<file path="src/mpr121_pkg.sv">
`default_nettype none

package mpr121_pkg;

	// ====================
	// bus constants
	localparam logic [6:0] MPR121_ADDR    = 7'h5A; // ADDR pin tied to ground
	localparam int         QUARTER_CYCLES = 125;   // 50 MHz over 4 x 100 kHz
	localparam int         QCNT_W         = $clog2(QUARTER_CYCLES);
	localparam logic [QCNT_W-1:0] QCNT_LAST = QCNT_W'(QUARTER_CYCLES - 1);
	localparam logic [5:0] COND_LAST_Q    = 6'd3;  // start or stop take 4 quarters
	localparam logic [5:0] BYTE_LAST_Q    = 6'd35; // 9 bits of 4 quarters

	// ====================
	// controller constants
	localparam int         SETTLE_CYCLES  = 500; // idle time after a write
	localparam int         SETTLE_W       = $clog2(SETTLE_CYCLES);
	localparam logic [SETTLE_W-1:0] SETTLE_LAST = SETTLE_W'(SETTLE_CYCLES - 1);
	localparam logic [7:0] SOFT_RESET_REG = 8'h80;
	localparam logic [7:0] SOFT_RESET_VAL = 8'h63;
	localparam logic [2:0] WR_LAST_STEP   = 3'd4; // stop slot of write list
	localparam logic [2:0] RD_LAST_STEP   = 3'd6; // stop slot of read list

	// engine operations
	typedef enum logic [1:0] {
		OP_START    = 2'd0, // start or repeated start
		OP_WRITE    = 2'd1, // byte out, ack sampled
		OP_READ_NAK = 2'd2, // byte in, master nak
		OP_STOP     = 2'd3
	} i2c_op_e;

	typedef struct packed {
		i2c_op_e    op;
		logic [7:0] data;
		logic       valid;
	} i2c_cmd_t;

	typedef struct packed {
		logic       done; // one clock pulse
		logic [7:0] data; // read byte
		logic       nak;  // ack bit seen high, write op only
	} i2c_rsp_t;

	typedef struct packed {
		logic scl_drive_low;
		logic sda_drive_low;
	} i2c_pad_t;

	// sequencer states
	typedef enum logic [2:0] {
		ST_RESET_LOAD   = 3'd0,
		ST_STANDBY      = 3'd1,
		ST_ISSUE        = 3'd2,
		ST_WAIT_RSP     = 3'd3,
		ST_SETTLE       = 3'd4,
		ST_WAIT_RELEASE = 3'd5
	} seq_state_e;

endpackage

`default_nettype wire

</file>
<file path="src/i2c_bit_engine.sv">
`default_nettype none
`timescale 1ns/1ps

module i2c_bit_engine (
	input  wire                       i_CLK,
	input  wire                       i_RSTN,
	input  wire mpr121_pkg::i2c_cmd_t i_cmd,
	output logic                      o_cmd_ready,
	output mpr121_pkg::i2c_rsp_t      o_rsp,
	input  wire                       i_scl,
	input  wire                       i_sda,
	output mpr121_pkg::i2c_pad_t      o_pad
);

	// ====================
	// line inputs, two flop sync
	logic [1:0] r_scl_sync;
	logic [1:0] r_sda_sync;
	logic       w_scl_s;
	logic       w_sda_s;

	assign w_scl_s = r_scl_sync[1];
	assign w_sda_s = r_sda_sync[1];

	always_ff @(posedge i_CLK or negedge i_RSTN)
	begin
		if (!i_RSTN)
		begin
			r_scl_sync <= 2'b11; // idle bus reads high
			r_sda_sync <= 2'b11;
		end
		else
		begin
			r_scl_sync <= {r_scl_sync[0], i_scl};
			r_sda_sync <= {r_sda_sync[0], i_sda};
		end
	end

	// ====================
	// op state
	logic                          r_busy;
	mpr121_pkg::i2c_op_e           r_op;
	logic [7:0]                    r_shift;  // tx bits out of [7], rx bits into [0]
	logic [mpr121_pkg::QCNT_W-1:0] r_qcnt;   // clocks inside a quarter
	logic [5:0]                    r_qidx;   // {bit, quarter}
	logic                          r_nak;
	logic [1:0]                    w_quarter;
	logic [3:0]                    w_bit;
	logic [5:0]                    w_last_q;
	logic                          w_accept;
	logic                          w_q_end;
	logic                          w_op_end;
	logic                          w_sample; // end of first scl high quarter
	logic                          w_bit_end;
	logic                          w_scl_low_bit;
	mpr121_pkg::i2c_pad_t          w_pad_nxt;

	assign o_cmd_ready = !r_busy;
	assign w_accept    = i_cmd.valid && o_cmd_ready;
	assign w_quarter   = r_qidx[1:0];
	assign w_bit       = r_qidx[5:2];
	assign w_last_q    = (r_op == mpr121_pkg::OP_WRITE || r_op == mpr121_pkg::OP_READ_NAK) ?
		mpr121_pkg::BYTE_LAST_Q : mpr121_pkg::COND_LAST_Q;
	assign w_q_end     = r_busy && (r_qcnt == mpr121_pkg::QCNT_LAST);
	assign w_op_end    = w_q_end && (r_qidx == w_last_q);
	assign w_sample    = w_q_end && (w_quarter == 2'd1);
	assign w_bit_end   = w_q_end && (w_quarter == 2'd3);

	// scl low in q0 and q3, high in the middle two
	assign w_scl_low_bit = (w_quarter == 2'd0) || (w_quarter == 2'd3);

	// next pad drive from op and quarter
	always_comb
	begin
		case (r_op)
			mpr121_pkg::OP_START:
			begin
				w_pad_nxt.scl_drive_low = w_scl_low_bit;
				w_pad_nxt.sda_drive_low = w_quarter[1]; // sda falls in q2, scl high
			end
			mpr121_pkg::OP_STOP:
			begin
				w_pad_nxt.scl_drive_low = (w_quarter == 2'd0);
				w_pad_nxt.sda_drive_low = !w_quarter[1]; // sda rises in q2, scl high
			end
			mpr121_pkg::OP_WRITE:
			begin
				w_pad_nxt.scl_drive_low = w_scl_low_bit;
				w_pad_nxt.sda_drive_low = (w_bit < 4'd8) && !r_shift[7]; // 9th bit released
			end
			default:
			begin
				w_pad_nxt.scl_drive_low = w_scl_low_bit;
				w_pad_nxt.sda_drive_low = 1'b0; // target drives, 9th bit is nak
			end
		endcase
	end

	// control path
	always_ff @(posedge i_CLK or negedge i_RSTN)
	begin
		if (!i_RSTN)
		begin
			r_busy <= 1'b0;
			r_qcnt <= '0;
			r_qidx <= '0;
			r_nak  <= 1'b0;
			o_rsp  <= '0;
			o_pad  <= '0; // bus released
		end
		else
		begin
			o_rsp.done <= 1'b0;
			if (w_accept)
			begin
				r_busy <= 1'b1;
				r_qcnt <= '0;
				r_qidx <= '0;
				r_nak  <= 1'b0;
			end
			else if (r_busy)
			begin
				if (w_q_end)
				begin
					r_qcnt <= '0;
					r_qidx <= r_qidx + 6'd1;
				end
				else
					r_qcnt <= r_qcnt + 1'b1;
				// ack slot, a held scl also counts as a miss
				if (r_op == mpr121_pkg::OP_WRITE && w_sample && w_bit == 4'd8)
					r_nak <= w_sda_s || !w_scl_s;
				if (w_op_end)
				begin
					r_busy     <= 1'b0;
					o_rsp.done <= 1'b1;
					o_rsp.data <= r_shift;
					o_rsp.nak  <= r_nak;
				end
				o_pad <= w_pad_nxt; // pins lag the counters by a clock
			end
		end
	end

	// payload, loaded on accept
	always_ff @(posedge i_CLK)
	begin
		if (w_accept)
		begin
			r_op    <= i_cmd.op;
			r_shift <= i_cmd.data;
		end
		else if (r_op == mpr121_pkg::OP_READ_NAK && w_sample && w_bit < 4'd8)
			r_shift <= {r_shift[6:0], w_sda_s}; // msb arrives first
		else if (r_op == mpr121_pkg::OP_WRITE && w_bit_end && w_bit < 4'd8)
			r_shift <= {r_shift[6:0], 1'b0};    // next bit while scl low
	end

endmodule

`default_nettype wire

</file>
<file path="src/mpr121_sequencer.sv">
`default_nettype none
`timescale 1ns/1ps

module mpr121_sequencer (
	input  wire                       i_CLK,
	input  wire                       i_RSTN,
	input  wire [7:0]                 i_reg_addr,
	input  wire [7:0]                 i_wr_data,
	input  wire                       i_write_en,
	input  wire                       i_read_en,
	output logic [7:0]                o_rd_data,
	output logic                      o_busy,
	output logic                      o_init_done,
	output logic                      o_fail,
	output mpr121_pkg::i2c_cmd_t      o_cmd,
	input  wire                       i_cmd_ready,
	input  wire mpr121_pkg::i2c_rsp_t i_rsp
);

	mpr121_pkg::seq_state_e          r_state;
	logic                            r_is_read;
	logic [2:0]                      r_step;       // slot in the op list
	logic                            r_nak_seen;
	logic [mpr121_pkg::SETTLE_W-1:0] r_settle_cnt;
	logic [7:0]                      r_reg;
	logic [7:0]                      r_data;
	logic [7:0]                      r_rd_byte;    // held until stop completes
	logic                            w_take;
	mpr121_pkg::i2c_op_e             w_cur_op;
	logic [7:0]                      w_cur_byte;

	// standby means init done and not busy
	assign w_take = (r_state == mpr121_pkg::ST_STANDBY) && (i_write_en || i_read_en);

	// ====================
	// op lists
	always_comb
	begin
		w_cur_op   = mpr121_pkg::OP_STOP;
		w_cur_byte = 8'h00;
		if (r_is_read)
		begin
			case (r_step)
				3'd0: w_cur_op = mpr121_pkg::OP_START;
				3'd1:
				begin
					w_cur_op   = mpr121_pkg::OP_WRITE;
					w_cur_byte = {mpr121_pkg::MPR121_ADDR, 1'b0}; // address, write
				end
				3'd2:
				begin
					w_cur_op   = mpr121_pkg::OP_WRITE;
					w_cur_byte = r_reg;
				end
				3'd3: w_cur_op = mpr121_pkg::OP_START; // repeated start
				3'd4:
				begin
					w_cur_op   = mpr121_pkg::OP_WRITE;
					w_cur_byte = {mpr121_pkg::MPR121_ADDR, 1'b1}; // address, read
				end
				3'd5: w_cur_op = mpr121_pkg::OP_READ_NAK;
				default: w_cur_op = mpr121_pkg::OP_STOP;
			endcase
		end
		else
		begin
			case (r_step)
				3'd0: w_cur_op = mpr121_pkg::OP_START;
				3'd1:
				begin
					w_cur_op   = mpr121_pkg::OP_WRITE;
					w_cur_byte = {mpr121_pkg::MPR121_ADDR, 1'b0};
				end
				3'd2:
				begin
					w_cur_op   = mpr121_pkg::OP_WRITE;
					w_cur_byte = r_reg;
				end
				3'd3:
				begin
					w_cur_op   = mpr121_pkg::OP_WRITE;
					w_cur_byte = r_data;
				end
				default: w_cur_op = mpr121_pkg::OP_STOP;
			endcase
		end
	end

	assign o_cmd.valid = (r_state == mpr121_pkg::ST_ISSUE);
	assign o_cmd.op    = w_cur_op;
	assign o_cmd.data  = w_cur_byte;

	// ====================
	// main fsm
	always_ff @(posedge i_CLK or negedge i_RSTN)
	begin
		if (!i_RSTN)
		begin
			r_state      <= mpr121_pkg::ST_RESET_LOAD;
			r_is_read    <= 1'b0;
			r_step       <= '0;
			r_nak_seen   <= 1'b0;
			r_settle_cnt <= '0;
			o_rd_data    <= '0;
			o_busy       <= 1'b0;
			o_init_done  <= 1'b0;
			o_fail       <= 1'b0;
		end
		else
		begin
			case (r_state)
				mpr121_pkg::ST_RESET_LOAD:
				begin
					r_is_read  <= 1'b0; // soft reset is a plain write
					r_step     <= '0;
					r_nak_seen <= 1'b0;
					r_state    <= mpr121_pkg::ST_ISSUE;
				end
				mpr121_pkg::ST_STANDBY:
				begin
					if (w_take)
					begin
						o_busy     <= 1'b1;
						o_fail     <= 1'b0;
						r_is_read  <= !i_write_en; // write wins
						r_step     <= '0;
						r_nak_seen <= 1'b0;
						r_state    <= mpr121_pkg::ST_ISSUE;
					end
				end
				mpr121_pkg::ST_ISSUE:
				begin
					if (i_cmd_ready)
						r_state <= mpr121_pkg::ST_WAIT_RSP; // accepted this edge
				end
				mpr121_pkg::ST_WAIT_RSP:
				begin
					if (i_rsp.done)
					begin
						if (w_cur_op == mpr121_pkg::OP_STOP)
						begin
							if (r_is_read)
							begin
								o_busy <= 1'b0;
								o_fail <= r_nak_seen;
								if (!r_nak_seen)
									o_rd_data <= r_rd_byte;
								r_state <= mpr121_pkg::ST_WAIT_RELEASE;
							end
							else
							begin
								r_settle_cnt <= '0;
								r_state      <= mpr121_pkg::ST_SETTLE;
							end
						end
						else if (w_cur_op == mpr121_pkg::OP_WRITE && i_rsp.nak)
						begin
							// missed ack, go straight to stop
							r_nak_seen <= 1'b1;
							r_step     <= r_is_read ? mpr121_pkg::RD_LAST_STEP :
								mpr121_pkg::WR_LAST_STEP;
							r_state    <= mpr121_pkg::ST_ISSUE;
						end
						else
						begin
							r_step  <= r_step + 3'd1;
							r_state <= mpr121_pkg::ST_ISSUE;
						end
					end
				end
				mpr121_pkg::ST_SETTLE:
				begin
					if (r_settle_cnt == mpr121_pkg::SETTLE_LAST)
					begin
						o_busy <= 1'b0;
						o_fail <= r_nak_seen;
						if (!o_init_done)
						begin
							o_init_done <= 1'b1; // raised even on a failed soft reset
							r_state     <= mpr121_pkg::ST_STANDBY;
						end
						else
							r_state <= mpr121_pkg::ST_WAIT_RELEASE;
					end
					else
						r_settle_cnt <= r_settle_cnt + 1'b1;
				end
				mpr121_pkg::ST_WAIT_RELEASE:
				begin
					// host must drop the enable it used
					if (!(r_is_read ? i_read_en : i_write_en))
						r_state <= mpr121_pkg::ST_STANDBY;
				end
				default: r_state <= mpr121_pkg::ST_RESET_LOAD;
			endcase
		end
	end

	// request bytes and read result
	always_ff @(posedge i_CLK)
	begin
		if (r_state == mpr121_pkg::ST_RESET_LOAD)
		begin
			r_reg  <= mpr121_pkg::SOFT_RESET_REG;
			r_data <= mpr121_pkg::SOFT_RESET_VAL;
		end
		else if (w_take)
		begin
			r_reg  <= i_reg_addr;
			r_data <= i_wr_data;
		end
		if (r_state == mpr121_pkg::ST_WAIT_RSP && i_rsp.done &&
			w_cur_op == mpr121_pkg::OP_READ_NAK)
			r_rd_byte <= i_rsp.data;
	end

endmodule

`default_nettype wire

</file>
<file path="src/mpr121_ctrl_top.sv">
`default_nettype none
`timescale 1ns/1ps

module mpr121_ctrl_top (
	input  wire        i_CLK,
	input  wire        i_RSTN,
	input  wire [7:0]  i_reg_addr,
	input  wire [7:0]  i_wr_data,
	input  wire        i_write_en,
	input  wire        i_read_en,
	output logic [7:0] o_rd_data,
	output logic       o_busy,
	output logic       o_init_done,
	output logic       o_fail,
	input  wire        i_scl,
	input  wire        i_sda,
	output logic       o_scl_drive_low,
	output logic       o_sda_drive_low
);

	mpr121_pkg::i2c_cmd_t w_cmd;       // sequencer to engine
	logic                 w_cmd_ready;
	mpr121_pkg::i2c_rsp_t w_rsp;       // engine to sequencer
	mpr121_pkg::i2c_pad_t w_pad;

	mpr121_sequencer u_mpr121_sequencer (
		.i_CLK       (i_CLK),
		.i_RSTN      (i_RSTN),
		.i_reg_addr  (i_reg_addr),
		.i_wr_data   (i_wr_data),
		.i_write_en  (i_write_en),
		.i_read_en   (i_read_en),
		.o_rd_data   (o_rd_data),
		.o_busy      (o_busy),
		.o_init_done (o_init_done),
		.o_fail      (o_fail),
		.o_cmd       (w_cmd),
		.i_cmd_ready (w_cmd_ready),
		.i_rsp       (w_rsp)
	);

	i2c_bit_engine u_i2c_bit_engine (
		.i_CLK       (i_CLK),
		.i_RSTN      (i_RSTN),
		.i_cmd       (w_cmd),
		.o_cmd_ready (w_cmd_ready),
		.o_rsp       (w_rsp),
		.i_scl       (i_scl),
		.i_sda       (i_sda),
		.o_pad       (w_pad)
	);

	// open drain pins
	assign o_scl_drive_low = w_pad.scl_drive_low;
	assign o_sda_drive_low = w_pad.sda_drive_low;

endmodule

`default_nettype wire

</file>
<file path="config.mk">
export PLATFORM = sky130hd
export DESIGN_NAME = mpr121_ctrl_top
export DESIGN_NICKNAME = d
export VERILOG_FILES = /design/src/mpr121_pkg.sv /design/src/i2c_bit_engine.sv /design/src/mpr121_sequencer.sv /design/src/mpr121_ctrl_top.sv
export SDC_FILE = /design/constraint.sdc
export NUM_CORES = 1
export LEC_CHECK = 0
export BUFFER_PORTS_ARGS = -buffer_cell sky130_fd_sc_hd__buf_2
export CAP_MARGIN = 20
export CORE_ASPECT_RATIO = 2
export CORE_MARGIN = 1.5
export CORE_UTILIZATION = 50
export CTS_BUF_LIST = sky130_fd_sc_hd__clkbuf_16
export DETAILED_ROUTE_END_ITERATION = 16
export PLACE_DENSITY = 0.71
export SKIP_LAST_GASP = 1
export SYNTH_ARGS = -nofsm -noshare
export SYNTH_HDL_FRONTEND = slang
export SYNTH_HIERARCHICAL = 1
export SYNTH_SLANG_ARGS = --single-unit
</file>
<file path="constraint.sdc">
create_clock -name i_CLK -period 2.4 [get_ports i_CLK]
set_input_delay 0.24 -clock i_CLK [delete_from_list [all_inputs] [get_ports i_CLK]]
set_output_delay 0.24 -clock i_CLK [all_outputs]
set_load 0.1 [all_outputs]
</file>
**After elaboration in Yosys (flattened, before gate mapping)**

Index checks and enable logic that the tools add are counted.

- Flip-flop bits (word level): 93
- Bits in latches: 0
- Memory bits (writable): 0
- ROM bits: 0
- Input port bits: 22
- Output and inout port bits: 13
- Memories kept: 0

- Add/subtract/negate cells: 4
- Multiply operators: 0
- Divide/modulo/power cells: 0
- Magnitude comparators: 1
- Equality and inequality tests: 33
- Shift operators: 0
- Mux-type cells: 65
- Bitwise gates (word level): 2
- Reductions and logical operators: 52

Operator list:

| cell | count |
|---|---|
| $pmux 8 s3 | 2 |
| $mux 9 | 4 |
| $mux 3 | 11 |
| $mux 8 | 4 |
| $mux 10 | 3 |
| $mux 6 | 4 |
| $mux 1 | 22 |
| $mux 7 | 3 |
| $reduce_and 5->1 | 4 |
| $pmux 3 s6 | 1 |
| $pmux 9 s2 | 1 |
| $logic_and 1x1->1 | 16 |
| $eq 3x2->1 const B | 4 |
| $eq 3x3->1 const B | 4 |
| $ne 2x1->1 const B | 6 |
| $pmux 2 s3 | 2 |
| $eq 2x2->1 const B | 5 |
| $ne 2x2->1 const B | 5 |
| $reduce_and 2->1 | 5 |
| $reduce_bool 2->1 | 5 |
| $add 9x1->9 const B | 1 |
| $eq 9x9->1 const B | 1 |
| $pmux 1 s3 | 3 |
| $pmux 3 s3 | 1 |
| 23 further kinds | 40 |

**Longest topological paths before layout**

- Depth in word-level cells: 10
- Mapped depth: 9
- Gate-level depth less buffers: 8

**Hierarchy**

Netlist, hierarchy kept.

By module, submodules not included:

| module | times used | cells an instance | area each (um^2) | sequential area each (um^2) |
|---|---|---|---|---|
| mpr121_sequencer | 1 | 269 | 2690.1 | 1261.2 |
| i2c_bit_engine | 1 | 184 | 2025.7 | 1081.0 |

**Worst setup path after synthesis**

No wires, ideal clock.

- Path type: register to register
- From: reg u_mpr121_sequencer.r_step[1]
- To: reg u_mpr121_sequencer.r_rd_byte[0], enable pin
- Setup time: 0.383 ns
- Arrival: 2.175 ns
- Slack: -0.159 ns
- Stages on the path, launching flop included: 7
- Period minus slack after synthesis: 2.559 ns
- Path through: dfrtp_1 -> ha_1 -> ha_1 -> or3_1 -> o211ai_4 -> inv_2 -> nor3_1

RTL lines:

| item | line | text |
|---|---|---|
| start: declaration | mpr121_sequencer.sv:22 | `logic [2:0] r_step;` |
| start signal: assignment | mpr121_sequencer.sv:160 | `r_step <= r_is_read ? mpr121_pkg::RD_LAST_STEP :` |
| start signal: assignment | mpr121_sequencer.sv:166 | `r_step <= r_step + 3'd1;` |
| end signal: assignment | mpr121_sequencer.sv:214 | `r_rd_byte <= i_rsp.data;` |
| end: declaration | mpr121_sequencer.sv:27 | `logic [7:0] r_rd_byte;` |

==> reports/summary.txt <==
Htree depth: 3
Most used cell, CP: ha_1
Skew final: 0.00681 ns
Flop and latch count out of synthesis: 93
Status: finished clean
Period minus WS final: 2.33 ns
Ys flop type: dfrtp_1
CTS tree: done
Total track usage: 0.206
N_diodes: 0
Longest Clk Path Bufs: 2
Critical path buffers and inverters: 2
Antenna Violating Nets Remaining: 0
Placement-stage worst setup slack: -0.0439 ns
Vias after detailed routing: 3515
Setup ws final: 0.0663 ns
Num Clock Sinks: 93
Most common cell after layout, fill and taps aside: nand2_1
Worst Max-Slew Pin Slew: 0.749 ns
Synth Area in Adders: 0.0425
Total global routing overflow: 0
Most flops, register: u_i2c_bit_engine/o_rsp
Initial antenna violation count: 0
Vias in the first global route: 3565
Clock transition at path regs: 0.07 ns
Setup TNS: 0 ns
Biggest regs: u_i2c_bit_engine/o_rsp: 10 flops, u_mpr121_sequencer/r_settle_cnt: 9 flops
GPL Wtd Cong: 0.885
Worst path cell trace: ha_1 -> ha_1 -> or3_4 -> o211ai_4 -> inv_2 -> nand2_2 -> nor4_4 -> buf_12 -> mux2_4
Placed inst area: 0.00508 mm²
WP data required: 2.62 ns
Met3 WL: 272 µm
XOR/XNOR share of the synthesized area: 0.00743
Initial Utilization: 0.509
Chip Width: 71.7 µm
MaxCap Viol Count: 0
Fin nets: 544
RSZ-0062 raised after global routing: true
Crit path kind: register to register
Core Area: 0.00926 mm²
Final Setup Violations: 0
Critical path's slowest cell: dfrtp_2
Top Metal Used: met4
Root Buffer: clkbuf_16
Syn Area/Cell: 10.4 µm²
Yosys warns: 6
Residual DRC: 0
Commonest non-fill, non-tap cells in the layout: nand2_1 (80), dfrtp_1 (54), buf_2 (34), a21oi_1 (26), nand3_1 (24)
Complex-gate fraction of the synthesized area: 0.144
Finished Layout Cells: 615
Synthesis-to-layout area growth: 16.1%
WL met2: 5.23 mm
WL per Instance: 15.7 µm
Drt initial violations: 221
Final hold viol count: 0
Max reg flops: 10
Peak VDD IR: 0.000482 V
Clock Latency Late Sink: 0.34 ns
Largest net degree at the start of global routing: 35
Die Y: 140 µm
Placement Rows: 50
Worst-path fanout max: 8
P_leak: 0.00231 µW
Hold WC Path Type: input pin to register
Number of synthesized flops with an enable pin: 18
Pwr/cell area: 559 mW/mm²
TritonCTS buffer count: 9
Io pins: 35
# port buffers: 34
Tcrit/Tclk final: 0.972
Critical Path AT: 2.55 ns
Worst path max stage delay: 0.45 ns
Final WL: 9.68 mm
First-pass GRT wire length: 16.4 mm
Synth top area share: 0.292
Synth async-reset ratio: 0.634
Largest family of logic cells by synthesized area: simple AND/OR/NAND/NOR gates
Post-synthesis mux area share: 0.0692
Sequential area share after synthesis: 0.497
CP endpoint kind: register
Syn_nets: 491
Syn Inst Count: 453
DR pass1 iterations: 6
Synth area leaders: dfrtp_1 (29%), edfxtp_1 (11%), dfxtp_1 (6.8%), nand2_1 (6.4%), mux2_4 (5.1%)
Post-DP HPWL: 7.21 mm
Slew Limit Fails: 0
Fmax achieved: 429 MHz
Synth unique cells: 70
Top cell family by delay on the critical path: simple AND/OR/NAND/NOR gates
Simple-Gate Fraction of Synth Area: 0.206
Final hold slack: 0.107 ns
Layout cells sized above 1: 0.237
Filler instances: 806
DIE AREA: 0.0101 mm²
Slew headroom: 0.501
Wl on met1: 3.86 mm
Placed Instances: 593
Synth area leader: dfrtp_1
Synth Cell Area: 0.00472 mm²
Worst setup SP type: register
Design area: 0.00548 mm²
Drt via density: 5.72
## where the power goes
| part | switching (µW) | total (µW) | leakage (µW) | internal (µW) |
|---|---|---|---|---|
| Clock | 597 | 1410 | 0.000141 | 812 |
| Sequential | 1.42 | 1610 | 0.00100 | 1610 |
| Combinational | 27.4 | 46.0 | 0.00117 | 18.6 |
## worst paths after layout
check,start,end,slack [ns],cells past startpoint
setup / recovery,u_mpr121_sequencer/r_step[1]$_DFFE_PN0P_,u_mpr121_sequencer/o_rd_data[1]$_DFFE_PN0P_,0.07,9
hold / removal,i_wr_data[0],u_mpr121_sequencer/r_data[0]$_SDFFE_PN1P_,0.11,3
setup reg to reg,u_mpr121_sequencer/r_step[1]$_DFFE_PN0P_,u_mpr121_sequencer/o_rd_data[1]$_DFFE_PN0P_,0.07,9
hold reg to reg,u_i2c_bit_engine/r_scl_sync[0]$_DFF_PN1_,u_i2c_bit_engine/r_scl_sync[1]$_DFF_PN1_,0.36,0
max in group asynchronous,i_RSTN,u_i2c_bit_engine/o_rsp[2]$_DFFE_PN0P_,1.12,3
min in group asynchronous,i_RSTN,u_i2c_bit_engine/o_pad[1]$_DFFE_PN0P_,0.52,2
## cell families after synthesis
family | Yosys count
AND/OR/NAND/NOR | 183
XOR/XNOR | 4
flip-flops | 93
adder cells (fa/ha/maj) | 16
multiplexers | 24
buffers and inverters | 36
AO/OA/AOI/OAI | 97
## per-layer routing
| metal | track usage | vias up |
|---|---|---|
| met5 | 0 | - |
| met4 | 0.0993 | 0 |
| met3 | 0.0424 | 25 |
| met2 | 0.361 | 69 |
| met1 | 0.233 | 1691 |
| li1 | - | 1730 |
## Yosys cell counts (4+ instances only)
library cell and n:
o21ai_0 10, and3_1 5, dfxtp_1 16, or3_1 4, nand3_1 24, nor2b_1 5, buf_2 4, a21oi_1 26
or4_1 4, nor2_1 19, nand2_1 80, edfxtp_1 18, inv_1 14, a31oi_1 11, dfstp_2 4, nor3_1 4
nand2b_1 10, o31ai_1 8, ha_1 16, clkbuf_1 10, o21ai_1 4, mux2_4 16, dfrtp_1 55, a22oi_1 9
o211ai_1 8
## worst reg2reg max path: stages, from the launching register on
cell	delay (ns)
dfrtp_2	0.45
ha_1	0.20
ha_1	0.22
or3_4	0.39
o211ai_4	0.23
inv_2	0.12
nand2_2	0.11
nor4_4	0.06
buf_12	0.15
mux2_4	0.29
## layout make-up
type	count	area (µm²)	area share
Clock inverter	7	76.3	0.0139
Sequential cell	93	2340	0.428
Clock buffer	9	225	0.0411
Tap cell	104	130	0.0238
Multi-Input combinational cell	324	2240	0.410
Inverter	17	63.8	0.0117
Timing Repair Buffer	61	393	0.0718
## what timing repair did
item                       in CTS  in global routing
hold endpoints to repair       29                  1
setup endpoints to repair      10                 21
hold buffers                    2                  1
pin swaps                       2                  2
gates resized for setup         0                  6
buffers inserted                1                  1
## per-stage QoR
stage | utilization | total power [µW]
after floorplan | - | 1640
after global placement | 0.549 | 1680
after detailed placement | 0.549 | 1680
after CTS | 0.586 | 3100
after global routing | 0.591 | 3160
final | 0.591 | 3060
Power figures use the tool's default switching activity.
